==> config.mk <==
export PLATFORM = sky130hd
export DESIGN_NAME = ao_peripheral_subsystem
export DESIGN_NICKNAME = d
export VERILOG_FILES = /design/src/logic/ao_periph_pkg.sv /design/src/logic/bus_to_reg.sv /design/src/logic/reg_demux.sv /design/src/logic/soc_ctrl.sv /design/src/logic/fast_intr_ctrl.sv /design/src/logic/gpio.sv /design/src/logic/ao_peripheral_subsystem.sv
export VERILOG_INCLUDE_DIRS = /design/src /design/src/logic
export SDC_FILE = /design/constraint.sdc
export NUM_CORES = 1
export LEC_CHECK = 0
export BUFFER_PORTS_ARGS = -buffer_cell sky130_fd_sc_hd__buf_4
export CELL_PAD_IN_SITES_DETAIL_PLACEMENT = 0
export CELL_PAD_IN_SITES_GLOBAL_PLACEMENT = 1
export CORE_MARGIN = 4
export CORE_UTILIZATION = 43
export DETAILED_ROUTE_END_ITERATION = 16
export GPL_TIMING_DRIVEN = 0
export MAX_ROUTING_LAYER = met4
export PLACE_DENSITY_LB_ADDON = 0.1
export SLEW_MARGIN = 20
export SYNTH_ARGS = -nofsm -noshare
export SYNTH_HDL_FRONTEND = slang
export SYNTH_SLANG_ARGS = --single-unit
==> constraint.sdc <==
create_clock -name clk_i -period 3.7 [get_ports clk_i]
set_input_delay 0.555 -clock clk_i [delete_from_list [all_inputs] [get_ports clk_i]]
set_output_delay 0.555 -clock clk_i [all_outputs]
set_load 0.05 [all_outputs]
==> src/logic/ao_periph_defs.svh <==
// Always-on peripheral block
// Address map, bus widths and the error read pattern

`ifndef AO_PERIPH_DEFS_SVH
`define AO_PERIPH_DEFS_SVH

// Bits 31 to 12 of every access must match this base
`define AO_BASE_ADDR 32'h2000_0000

`define AO_DATA_W 32

// 256-byte windows inside the block
`define SOC_CTRL_OFS  32'h0000_0000
`define FAST_INTR_OFS 32'h0000_0100
`define GPIO_OFS      32'h0000_0200

`define FAST_INTR_N 15
`define GPIO_N      8

`define ERR_RDATA 32'hbadcab1e

`endif

==> src/logic/ao_periph_pkg.sv <==
// Always-on peripheral types
// Core-side bus, register access and GPIO pin structs

`include "ao_periph_defs.svh"
`default_nettype none

package ao_periph_pkg;

  typedef struct packed {
    logic                      req;
    logic                      we;
    logic [`AO_DATA_W/8-1:0]   be;
    logic [31:0]               addr;
    logic [`AO_DATA_W-1:0]     wdata;
  } bus_req_t;

  typedef struct packed {
    logic                  gnt;
    logic                  rvalid;
    logic                  err;
    logic [`AO_DATA_W-1:0] rdata;
  } bus_rsp_t;

  // Single-cycle register access
  typedef struct packed {
    logic                    valid;
    logic                    write;
    logic [`AO_DATA_W/8-1:0] wstrb;
    logic [31:0]             addr;
    logic [`AO_DATA_W-1:0]   wdata;
  } reg_req_t;

  typedef struct packed {
    logic                  ready;
    logic                  error;
    logic [`AO_DATA_W-1:0] rdata;
  } reg_rsp_t;

  typedef struct packed {
    logic [`GPIO_N-1:0] out;
    logic [`GPIO_N-1:0] oe;
  } gpio_pins_t;

endpackage

`default_nettype wire

==> src/logic/bus_to_reg.sv <==
// Core bus to register bridge
// Grants at once, forwards legal accesses, answers one cycle later

`include "ao_periph_defs.svh"
`default_nettype none

module bus_to_reg (
  input  logic                    clk_i,
  input  logic                    rst_n_i,
  input  ao_periph_pkg::bus_req_t bus_req_i,
  output ao_periph_pkg::bus_rsp_t bus_rsp_o,
  output ao_periph_pkg::reg_req_t reg_req_o,
  input  ao_periph_pkg::reg_rsp_t reg_rsp_i
);

  logic                  addr_ok;
  logic                  rvalid_q;
  logic                  err_q;
  logic [`AO_DATA_W-1:0] rdata_q;

  // Word aligned and inside the 4 KiB block
  assign addr_ok = (bus_req_i.addr[1:0] == 2'b00) &&
                   ({bus_req_i.addr[31:12], 12'h000} == `AO_BASE_ADDR);

  assign reg_req_o.valid = bus_req_i.req & addr_ok;
  assign reg_req_o.write = bus_req_i.we;
  assign reg_req_o.wstrb = bus_req_i.be;
  assign reg_req_o.addr  = bus_req_i.addr;
  assign reg_req_o.wdata = bus_req_i.wdata;

  // No back-pressure
  assign bus_rsp_o.gnt    = bus_req_i.req;
  assign bus_rsp_o.rvalid = rvalid_q;
  assign bus_rsp_o.err    = err_q;
  assign bus_rsp_o.rdata  = rdata_q;

  always_ff @(posedge clk_i) begin
    if (!rst_n_i) begin
      rvalid_q <= 1'b0;
    end else begin
      rvalid_q <= bus_req_i.req;
    end
  end

  // Response payload, captured in the grant cycle
  always_ff @(posedge clk_i) begin
    if (bus_req_i.req) begin
      if (addr_ok) begin
        err_q   <= reg_rsp_i.error;
        rdata_q <= reg_rsp_i.rdata;
      end else begin
        err_q   <= 1'b1;
        rdata_q <= `ERR_RDATA;
      end
    end
  end

endmodule

`default_nettype wire

==> src/logic/reg_demux.sv <==
// Register access decoder
// Routes by address bits 11:8 to one of three peripherals

`include "ao_periph_defs.svh"
`default_nettype none

module reg_demux (
  input  ao_periph_pkg::reg_req_t reg_req_i,
  output ao_periph_pkg::reg_rsp_t reg_rsp_o,
  output ao_periph_pkg::reg_req_t soc_req_o,
  output ao_periph_pkg::reg_req_t intr_req_o,
  output ao_periph_pkg::reg_req_t gpio_req_o,
  input  ao_periph_pkg::reg_rsp_t soc_rsp_i,
  input  ao_periph_pkg::reg_rsp_t intr_rsp_i,
  input  ao_periph_pkg::reg_rsp_t gpio_rsp_i
);

  import ao_periph_pkg::*;

  // Answer for any window outside the map
  localparam reg_rsp_t HOLE_RSP = '{ready: 1'b1, error: 1'b1, rdata: `ERR_RDATA};

  logic [11:0] win_base;
  logic        sel_soc;
  logic        sel_intr;
  logic        sel_gpio;

  assign win_base = {reg_req_i.addr[11:8], 8'h00};

  assign sel_soc  = (win_base == `SOC_CTRL_OFS);
  assign sel_intr = (win_base == `FAST_INTR_OFS);
  assign sel_gpio = (win_base == `GPIO_OFS);

  always_comb begin
    soc_req_o  = reg_req_i;
    intr_req_o = reg_req_i;
    gpio_req_o = reg_req_i;

    // Only the selected window sees valid
    soc_req_o.valid  = reg_req_i.valid & sel_soc;
    intr_req_o.valid = reg_req_i.valid & sel_intr;
    gpio_req_o.valid = reg_req_i.valid & sel_gpio;
  end

  always_comb begin
    if (sel_soc) begin
      reg_rsp_o = soc_rsp_i;
    end else if (sel_intr) begin
      reg_rsp_o = intr_rsp_i;
    end else if (sel_gpio) begin
      reg_rsp_o = gpio_rsp_i;
    end else begin
      reg_rsp_o = HOLE_RSP;
    end
  end

endmodule

`default_nettype wire

==> src/logic/soc_ctrl.sv <==
// SoC control registers
// Program exit flag and value, plus boot pin readback

`include "ao_periph_defs.svh"
`default_nettype none

module soc_ctrl (
  input  logic                    clk_i,
  input  logic                    rst_n_i,
  input  logic                    boot_select_i,
  input  ao_periph_pkg::reg_req_t reg_req_i,
  output ao_periph_pkg::reg_rsp_t reg_rsp_o,
  output logic                    exit_valid_o,
  output logic [`AO_DATA_W-1:0]   exit_value_o
);

  localparam logic [7:0] EXIT_VALID_OFS  = 8'h00;
  localparam logic [7:0] EXIT_VALUE_OFS  = 8'h04;
  localparam logic [7:0] BOOT_SELECT_OFS = 8'h08;

  logic                  exit_valid_q;
  logic [`AO_DATA_W-1:0] exit_value_q;
  logic                  wr_en;
  logic                  hit;
  logic [`AO_DATA_W-1:0] rdata;

  assign wr_en = reg_req_i.valid & reg_req_i.write;

  always_comb begin
    hit   = 1'b1;
    rdata = '0;
    case (reg_req_i.addr[7:0])
      EXIT_VALID_OFS:  rdata[0] = exit_valid_q;
      EXIT_VALUE_OFS:  rdata    = exit_value_q;
      BOOT_SELECT_OFS: rdata[0] = boot_select_i;
      default:         hit      = 1'b0;
    endcase
  end

  assign reg_rsp_o.ready = 1'b1;
  assign reg_rsp_o.error = ~hit;
  assign reg_rsp_o.rdata = hit ? rdata : `ERR_RDATA;

  // Writes to BOOT_SELECT fall through silently
  always_ff @(posedge clk_i) begin
    if (!rst_n_i) begin
      exit_valid_q <= 1'b0;
      exit_value_q <= '0;
    end else if (wr_en) begin
      if (reg_req_i.addr[7:0] == EXIT_VALID_OFS && reg_req_i.wstrb[0]) begin
        exit_valid_q <= reg_req_i.wdata[0];
      end
      if (reg_req_i.addr[7:0] == EXIT_VALUE_OFS) begin
        for (int b = 0; b < `AO_DATA_W/8; b++) begin
          if (reg_req_i.wstrb[b]) begin
            exit_value_q[8*b +: 8] <= reg_req_i.wdata[8*b +: 8];
          end
        end
      end
    end
  end

  assign exit_valid_o = exit_valid_q;
  assign exit_value_o = exit_value_q;

endmodule

`default_nettype wire

==> src/logic/fast_intr_ctrl.sv <==
// Fast interrupt controller
// Sticky pending bits with write-one-to-clear, masked by ENABLE

`include "ao_periph_defs.svh"
`default_nettype none

module fast_intr_ctrl (
  input  logic                     clk_i,
  input  logic                     rst_n_i,
  input  ao_periph_pkg::reg_req_t  reg_req_i,
  output ao_periph_pkg::reg_rsp_t  reg_rsp_o,
  input  logic [`FAST_INTR_N-1:0]  fast_intr_i,
  output logic [`FAST_INTR_N-1:0]  fast_intr_o
);

  localparam logic [7:0] PENDING_OFS = 8'h00;
  localparam logic [7:0] ENABLE_OFS  = 8'h04;

  logic [`FAST_INTR_N-1:0] pending_q;
  logic [`FAST_INTR_N-1:0] enable_q;
  logic [`FAST_INTR_N-1:0] intr_q;
  logic [`FAST_INTR_N-1:0] wmask;
  logic [`FAST_INTR_N-1:0] clear;
  logic                    wr_pending;
  logic                    wr_enable;
  logic                    hit;
  logic [`AO_DATA_W-1:0]   rdata;

  // Per-bit strobe from the byte lanes
  always_comb begin
    for (int i = 0; i < `FAST_INTR_N; i++) begin
      wmask[i] = reg_req_i.wstrb[i/8];
    end
  end

  assign wr_pending = reg_req_i.valid & reg_req_i.write & (reg_req_i.addr[7:0] == PENDING_OFS);
  assign wr_enable  = reg_req_i.valid & reg_req_i.write & (reg_req_i.addr[7:0] == ENABLE_OFS);
  assign clear      = wr_pending ? (reg_req_i.wdata[`FAST_INTR_N-1:0] & wmask) : '0;

  always_comb begin
    hit   = 1'b1;
    rdata = '0;
    case (reg_req_i.addr[7:0])
      PENDING_OFS: rdata[`FAST_INTR_N-1:0] = pending_q;
      ENABLE_OFS:  rdata[`FAST_INTR_N-1:0] = enable_q;
      default:     hit = 1'b0;
    endcase
  end

  assign reg_rsp_o.ready = 1'b1;
  assign reg_rsp_o.error = ~hit;
  assign reg_rsp_o.rdata = hit ? rdata : `ERR_RDATA;

  always_ff @(posedge clk_i) begin
    if (!rst_n_i) begin
      pending_q <= '0;
      enable_q  <= '0;
      intr_q    <= '0;
    end else begin
      // A new set beats a clear in the same cycle
      pending_q <= (pending_q & ~clear) | fast_intr_i;
      if (wr_enable) begin
        enable_q <= (enable_q & ~wmask) | (reg_req_i.wdata[`FAST_INTR_N-1:0] & wmask);
      end
      intr_q <= pending_q & enable_q;
    end
  end

  assign fast_intr_o = intr_q;

endmodule

`default_nettype wire

==> src/logic/gpio.sv <==
// GPIO block
// Synchronized inputs, output and enable registers, rising-edge interrupts

`include "ao_periph_defs.svh"
`default_nettype none

module gpio (
  input  logic                      clk_i,
  input  logic                      rst_n_i,
  input  ao_periph_pkg::reg_req_t   reg_req_i,
  output ao_periph_pkg::reg_rsp_t   reg_rsp_o,
  input  logic [`GPIO_N-1:0]        gpio_i,
  output ao_periph_pkg::gpio_pins_t pins_o,
  output logic [`GPIO_N-1:0]        intr_gpio_o
);

  localparam logic [7:0] IN_OFS          = 8'h00;
  localparam logic [7:0] OUT_OFS         = 8'h04;
  localparam logic [7:0] OE_OFS          = 8'h08;
  localparam logic [7:0] INTR_EN_OFS     = 8'h0c;
  localparam logic [7:0] INTR_STATUS_OFS = 8'h10;

  logic [`GPIO_N-1:0]    in_meta_q;
  logic [`GPIO_N-1:0]    in_sync_q;
  logic [`GPIO_N-1:0]    in_prev_q;
  logic [`GPIO_N-1:0]    out_q;
  logic [`GPIO_N-1:0]    oe_q;
  logic [`GPIO_N-1:0]    intr_en_q;
  logic [`GPIO_N-1:0]    status_q;
  logic [`GPIO_N-1:0]    wmask;
  logic [`GPIO_N-1:0]    wdata;
  logic [`GPIO_N-1:0]    rise;
  logic [`GPIO_N-1:0]    clear;
  logic                  wr_en;
  logic                  hit;
  logic [`AO_DATA_W-1:0] rdata;

  always_comb begin
    for (int i = 0; i < `GPIO_N; i++) begin
      wmask[i] = reg_req_i.wstrb[i/8];
    end
  end

  assign wr_en = reg_req_i.valid & reg_req_i.write;
  assign wdata = reg_req_i.wdata[`GPIO_N-1:0] & wmask;
  assign rise  = in_sync_q & ~in_prev_q;
  assign clear = (wr_en && reg_req_i.addr[7:0] == INTR_STATUS_OFS) ? wdata : '0;

  always_comb begin
    hit   = 1'b1;
    rdata = '0;
    case (reg_req_i.addr[7:0])
      IN_OFS:          rdata[`GPIO_N-1:0] = in_sync_q;
      OUT_OFS:         rdata[`GPIO_N-1:0] = out_q;
      OE_OFS:          rdata[`GPIO_N-1:0] = oe_q;
      INTR_EN_OFS:     rdata[`GPIO_N-1:0] = intr_en_q;
      INTR_STATUS_OFS: rdata[`GPIO_N-1:0] = status_q;
      default:         hit = 1'b0;
    endcase
  end

  assign reg_rsp_o.ready = 1'b1;
  assign reg_rsp_o.error = ~hit;
  assign reg_rsp_o.rdata = hit ? rdata : `ERR_RDATA;

  always_ff @(posedge clk_i) begin
    if (!rst_n_i) begin
      in_meta_q <= '0;
      in_sync_q <= '0;
      in_prev_q <= '0;
      out_q     <= '0;
      oe_q      <= '0;
      intr_en_q <= '0;
      status_q  <= '0;
    end else begin
      // Two-flop synchronizer, then one stage for edge detect
      in_meta_q <= gpio_i;
      in_sync_q <= in_meta_q;
      in_prev_q <= in_sync_q;
      status_q  <= (status_q & ~clear) | (rise & intr_en_q);
      if (wr_en) begin
        case (reg_req_i.addr[7:0])
          OUT_OFS:     out_q     <= (out_q & ~wmask) | wdata;
          OE_OFS:      oe_q      <= (oe_q & ~wmask) | wdata;
          INTR_EN_OFS: intr_en_q <= (intr_en_q & ~wmask) | wdata;
          default:     ;
        endcase
      end
    end
  end

  assign pins_o.out  = out_q;
  assign pins_o.oe   = oe_q;
  assign intr_gpio_o = status_q;

endmodule

`default_nettype wire

==> src/logic/ao_peripheral_subsystem.sv <==
// Always-on peripheral subsystem
// Bus bridge, address decoder, SoC control, fast interrupts and GPIO

`include "ao_periph_defs.svh"
`default_nettype none

module ao_peripheral_subsystem (
  input  logic                      clk_i,
  input  logic                      rst_n_i,

  input  ao_periph_pkg::bus_req_t   bus_req_i,
  output ao_periph_pkg::bus_rsp_t   bus_rsp_o,

  // SoC control
  input  logic                      boot_select_i,
  output logic                      exit_valid_o,
  output logic [`AO_DATA_W-1:0]     exit_value_o,

  input  logic [`FAST_INTR_N-1:0]   fast_intr_i,
  output logic [`FAST_INTR_N-1:0]   fast_intr_o,

  // GPIO pins
  input  logic [`GPIO_N-1:0]        gpio_i,
  output ao_periph_pkg::gpio_pins_t gpio_pins_o,
  output logic [`GPIO_N-1:0]        intr_gpio_o
);

  import ao_periph_pkg::*;

  reg_req_t periph_req;
  reg_rsp_t periph_rsp;
  reg_req_t soc_req;
  reg_rsp_t soc_rsp;
  reg_req_t intr_req;
  reg_rsp_t intr_rsp;
  reg_req_t gpio_req;
  reg_rsp_t gpio_rsp;

  bus_to_reg bus_to_reg_i (
    .clk_i,
    .rst_n_i,
    .bus_req_i,
    .bus_rsp_o,
    .reg_req_o (periph_req),
    .reg_rsp_i (periph_rsp)
  );

  reg_demux reg_demux_i (
    .reg_req_i  (periph_req),
    .reg_rsp_o  (periph_rsp),
    .soc_req_o  (soc_req),
    .intr_req_o (intr_req),
    .gpio_req_o (gpio_req),
    .soc_rsp_i  (soc_rsp),
    .intr_rsp_i (intr_rsp),
    .gpio_rsp_i (gpio_rsp)
  );

  soc_ctrl soc_ctrl_i (
    .clk_i,
    .rst_n_i,
    .boot_select_i,
    .reg_req_i (soc_req),
    .reg_rsp_o (soc_rsp),
    .exit_valid_o,
    .exit_value_o
  );

  fast_intr_ctrl fast_intr_ctrl_i (
    .clk_i,
    .rst_n_i,
    .reg_req_i (intr_req),
    .reg_rsp_o (intr_rsp),
    .fast_intr_i,
    .fast_intr_o
  );

  gpio gpio_ao_i (
    .clk_i,
    .rst_n_i,
    .reg_req_i (gpio_req),
    .reg_rsp_o (gpio_rsp),
    .gpio_i,
    .pins_o    (gpio_pins_o),
    .intr_gpio_o
  );

endmodule

`default_nettype wire

==> results of run 1 <==
[synth_stat cells, types with 10 or more instances]
library cell and instances:
clkbuf_1 25, nor2_1 20, nand2_1 75, and2_1 30
and3_1 22, o21ai_0 19, inv_1 15, a22oi_1 10
dfxtp_1 135, nor2b_1 34, edfxtp_1 33, mux2i_1 73
a21o_1 11
[worst paths after layout]
check	depth (start not counted)	end	startpoint	slack, ns
worst max-delay path	7	soc_ctrl_i.exit_value_o[15]$_SDFFE_PN0P_	bus_req_i[69]	1.03
worst min-delay path	2	gpio_ao_i.in_meta_q[0]$_SDFF_PN0_	gpio_i[0]	0.33
worst min register to register	1	gpio_ao_i.in_sync_q[7]$_SDFF_PN0_	gpio_ao_i.in_meta_q[7]$_SDFF_PN0_	0.44
worst max register to register	4	bus_to_reg_i.rdata_q[3]$_SDFFCE_PN1P_	gpio_ao_i.intr_gpio_o[3]$_SDFF_PN0_	1.88
[placed cells by master (no fill, tap or decap), types with 20 or more instances in the layout]
cell,instances
and2_1,30
and3_1,22
buf_4,203
clkbuf_1,26
dfxtp_1,135
edfxtp_1,33
mux2i_1,73
nand2_1,75
nor2_1,20
nor2b_1,34
[through the flow]
| step | hold slack [ns] | std cells | utilization | cell area [sq um] |
|---|---|---|---|---|
| finish | 0.334 | 1101 | 0.591 | 9460 |
| global route | 0.327 | 1101 | 0.591 | 9460 |
| CTS | 0.324 | 1101 | 0.591 | 9460 |
| detailed placement | 0.418 | 1069 | 0.554 | 8870 |
| global placement | 0.417 | 1069 | 0.554 | 8870 |
| floorplan | 0.412 | 653 | - | 7090 |
[cells by family (layout without fill, tap and decap cells)]
group | count (synthesis) | in the layout | synth area share
and+or+nand+nor | 233 | 233 | 0.207
muxes | 83 | 83 | 0.122
DFF | 168 | 168 | 0.521
AOI/OAI and AO/OA | 114 | 114 | 0.117
buffers and inverters | 55 | 287 | 0.0333
[power breakdown]
group          internal (W)  total, W  switching (W)
combinational      0.000137  0.000349       0.000212
sequential          0.00190   0.00192      0.0000182
clock               0.00101   0.00178       0.000760
total               0.00306   0.00405       0.000991
[cell type report]
| cell class | count | area [sq um] |
|---|---|---|
| Fill cell | 1413 | 6540 |
| Sequential cell | 168 | 3690 |
| Multi-Input combinational cell | 430 | 3170 |
| Timing Repair Buffer | 200 | 1500 |
| Clock buffer | 21 | 482 |
| Tap cell | 216 | 270 |
| Buffer | 40 | 180 |
| Clock inverter | 11 | 106 |
| Inverter | 15 | 56.3 |
[layer usage]
layer  track usage  wire length [um]  vias to the layer above
met5             -                 0                        -
met4        0.0594               228                        0
met3        0.0352              1280                       20
met2         0.423             11400                      230
met1         0.320              9820                     2889
li1              -                 -                     2800
==> flow_summary.toml, run 1 <==
[yosys]
syn-num-nets = 749
netlist_area_sq_mm = 0.00709
ys_seq_elements = 168
syn_inst = 653
synthFlopType = "dfxtp_1"
synth_largest_area_cell = "dfxtp_1"
synth-edff-count = 33
yosysUniqueCellTypes = 58
async_flop_share = 0
postSynthAreaPerCell_sq_um = 10.9
synth.top_cell.area_share = 0.381
synthTopCellsByArea = "dfxtp_1, edfxtp_1, mux2i_1"
ys_seq_area_frac = 0.521
ys_warn_count = 0

[clock_network]
cts_hold_buf = 0
cts_resized = 0
cts.clk_slew.worst_paths_ns = 0.07
cts_tree = "yes"
cts_buffers = 17
cts_num_sinks = 168
cts-htree-levels = 4
post_cts_buffers = 0
root_buffer = "clkbuf_16"
clockBufferDepth = 2
clk_latency_ns = 0.42

[route]
drc = 0
wl_per_cell_um = 20.6
drt_iter0_drc = 386
vias = 5939
vias_per_cell = 5.39
routed_wl_mm = 22.7
dr.pass1.iters = 5
ant_nets = 0

[cells_and_area]
antenna_cells = 0
area_growth_pct = 33.3
drive_gt1_frac = 0.315
nets = 968

[min_path]
hp-class = "in -> reg"

[sta]
setup_viol = 0
finalCriticalPeriod_ns = 2.67
slew_headroom = 0.417
fmax_ghz = 0.374
hold_violations = 0
final-max-slew-violation-count = 0
fin_crit_sh = 0.722
fin_skew_ns = 0.00683
rsz0062_at_grt = "no"
timing.setup.tns_ns = 0
worstMarginPinSlew_ns = 0.868
fin_ws_ns = 1.03

[floorplan]
die_h_um = 136
rows = 46
dieArea_sq_mm = 0.0186
start_util = 0.443
core-area_sq_mm = 0.0160
io_pins = 203
die_w_um = 136

[worst_setup_path]
cp_top_family = "simple AND/OR/NAND/NOR gates"
path_max_fanout = 36
crit_buf_inv = 2
critPathLaunchType = "input port"
slowest_stage = "nor3_2"
cp.required_ns = 3.99
cp_slowest_stage_delay_ns = 0.54
arrival_ns = 2.97
critPathCaptureType = "flip-flop"
crit_top_cell = "nand2_1"
crit_chain = "buf_4 > and2_1 > clkbuf_1 > nand2_1 > nor3_2 > nand2_1 > mux2i_1"
worstSetupPathType = "in -> reg"

[global_route]
grt_pass1_wl_mm = 34.1
antenna_found_initial = 0
overflow = 0
grt_max_degree = 37
grt_pass1_vias = 5981
track_usage = 0.251

[pwr]
peakVddDrop_uv = 314
p_leak_nw = 3.89
power.density_mw_per_mm2 = 428
power_w = 0.00405

[placed_design]
dp_hpwl_mm = 17.2
port_buffers = 200
place_congestion = 0.876
place_ws_ns = 0.567

[run]
cap_violations = 0

[run_status]
status = "finished, final reports clean"
No activity file was read; power rests on OpenSTA's default activity.
==> run 2: changes to the inputs <==
--- a/config.mk
+++ b/config.mk
@@ -10,7 +10,7 @@
 export CELL_PAD_IN_SITES_DETAIL_PLACEMENT = 0
 export CELL_PAD_IN_SITES_GLOBAL_PLACEMENT = 1
 export CORE_MARGIN = 4
-export CORE_UTILIZATION = 43
+export CORE_UTILIZATION = 40
 export DETAILED_ROUTE_END_ITERATION = 16
 export GPL_TIMING_DRIVEN = 0
 export MAX_ROUTING_LAYER = met4
==> constraint.sdc (replaced) <==
create_clock -name clk_i -period 2.5 [get_ports clk_i]
set_input_delay 0.375 -clock clk_i [delete_from_list [all_inputs] [get_ports clk_i]]
set_output_delay 0.375 -clock clk_i [all_outputs]
set_load 0.05 [all_outputs]
==> flow_summary.toml, run 2 (synthesis results as in run 1) <==
[worst_setup_path]
path_max_fanout = 10
r2r_cells = 4
arrival_ns = 2.43
r2r_slack_ns = 0.70
critPathLaunchType = "input port"
cp.required_ns = 2.68
r2r_end = "bus_to_reg_i.rdata_q[3]$_SDFFCE_PN1P_"
critPathCaptureType = "flip-flop"
cp-startpoint = "bus_req_i[40]"
r2r_start = "gpio_ao_i.intr_gpio_o[3]$_SDFF_PN0_"
worstSetupPathType = "in -> reg"

[placed_design]
postPlaceCellArea_sq_mm = 0.00888
place_congestion = 0.909
port_buffers = 200
dp_hpwl_mm = 17.0

[cells_and_area]
drive_gt1_frac = 0.321
antenna_cells = 0
layout_common_cells = "buf_4, dfxtp_1, nand2_1"
nets = 973
final_common_cell = "buf_4"
final_area_sq_mm = 0.00951
area_growth_pct = 34.0

[sta]
hold_violations = 0
final-max-slew-violation-count = 0
timing.setup.tns_ns = 0
slew_headroom = 0.459
fin_skew_ns = 0.00578
rsz0062_at_grt = "no"
hold_ws_ns = 0.158
worstMarginPinSlew_ns = 0.806
fin_crit_sh = 0.901
setup_viol = 0
finalCriticalPeriod_ns = 2.25
fmax_ghz = 0.444

[floorplan]
start_util = 0.409
dieArea_sq_mm = 0.0199
core-area_sq_mm = 0.0174
die_w_um = 141
rows = 48
die_h_um = 141
io_pins = 203

[global_route]
track_usage = 0.227
overflow = 0
grt_pass1_wl_mm = 33.5
grt_pass1_vias = 6005
antenna_found_initial = 0
grt_max_degree = 37

[clock_network]
cts_num_sinks = 168
cts-htree-levels = 4
clockBufferDepth = 2
cts.clk_slew.worst_paths_ns = 0.06
cts_buffers = 17
cts_hold_buf = 0
root_buffer = "clkbuf_16"
cts_tree = "yes"
clk_latency_ns = 0.42

[pwr]
peakVddDrop_uv = 461
power.density_mw_per_mm2 = 615
p_leak_nw = 3.93

[min_path]
hold_end = "gpio_ao_i.in_meta_q[6]$_SDFF_PN0_"
hp-class = "in -> reg"
whs_path_depth = 2
worstHoldStart = "gpio_i[6]"

[run]
cap_violations = 0

[route]
dr.pass1.iters = 7
vias = 5984
vias_per_cell = 5.37
drc = 0
drt_iter0_drc = 302
wl_per_cell_um = 20.2
ant_nets = 0
routed_wl_mm = 22.5

[run_status]
status = "finished, final reports clean"
-- run 2: where the power goes --
part | internal [W] | switching (W)
Sequential | 0.00282 | 0.0000267
Clock | 0.00144 | 0.00104
Combinational | 0.000206 | 0.000313
-- run 2: worst max-delay path by stage --
stage	endpoint	slack, ns	depth (start not counted)
floorplan	bus_to_reg_i.rdata_q[18]$_SDFFCE_PN1P_	0.41	6
global placement	soc_ctrl_i.exit_value_o[15]$_SDFFE_PN0P_	-0.37	7
detailed placement	fast_intr_ctrl_i.pending_q[12]$_SDFF_PN0_	-0.45	7
CTS	fast_intr_ctrl_i.pending_q[12]$_SDFF_PN0_	0.02	7
global route	gpio_ao_i.intr_gpio_o[6]$_SDFF_PN0_	0.10	8
finish	bus_to_reg_i.rdata_q[19]$_SDFFCE_PN1P_	0.25	7
-- run 2: timing repair --
action	CTS	global route
pin swaps	0	2
endpoints found under the setup margin	2	31
resized for setup	1	4
buffers inserted	0	5
-- run 2: area by class of cell --
cell class | count | area [sq um]
repair buffers | 205 | 1560
plain buffers | 40 | 181
flip-flops and latches | 168 | 3690
fillers | 1595 | 7850
multi-input cells | 430 | 3180
well taps | 225 | 282
inverters | 15 | 56.3
clock inverters | 11 | 96.3
clock buffers | 20 | 467
-- run 2: per-layer routing --
metal  vias up  GRT usage  part of all wire
li1       2805          -                 -
met1      2886      0.287              0.42
met2       258      0.366              0.48
met3        35     0.0410             0.074
met4         0     0.0796             0.024
met5         -          -                 0
-- run 2: worst max-delay path, cell delays in order --
cell and delay, ns:
buf_4 0.14, nor4b_2 0.54, nand3_1 0.24, nor2_1 0.45
o31ai_2 0.25, buf_2 0.26, a21o_1 0.17
-- run 2: metrics by stage --
| step | cells | setup slack [ns] | util | total power, W |
|---|---|---|---|---|
| 4_1_cts | 1109 | 0.0169 | 0.545 | 0.00590 |
| 6_report | 1114 | 0.248 | 0.548 | 0.00585 |
| 3_3_place_gp | 1078 | -0.373 | 0.511 | 0.00341 |
| 3_5_place_dp | 1078 | -0.448 | 0.512 | 0.00342 |
| 5_1_grt | 1114 | 0.103 | 0.548 | 0.00603 |
| 2_1_floorplan | 653 | 0.408 | - | 0.00315 |
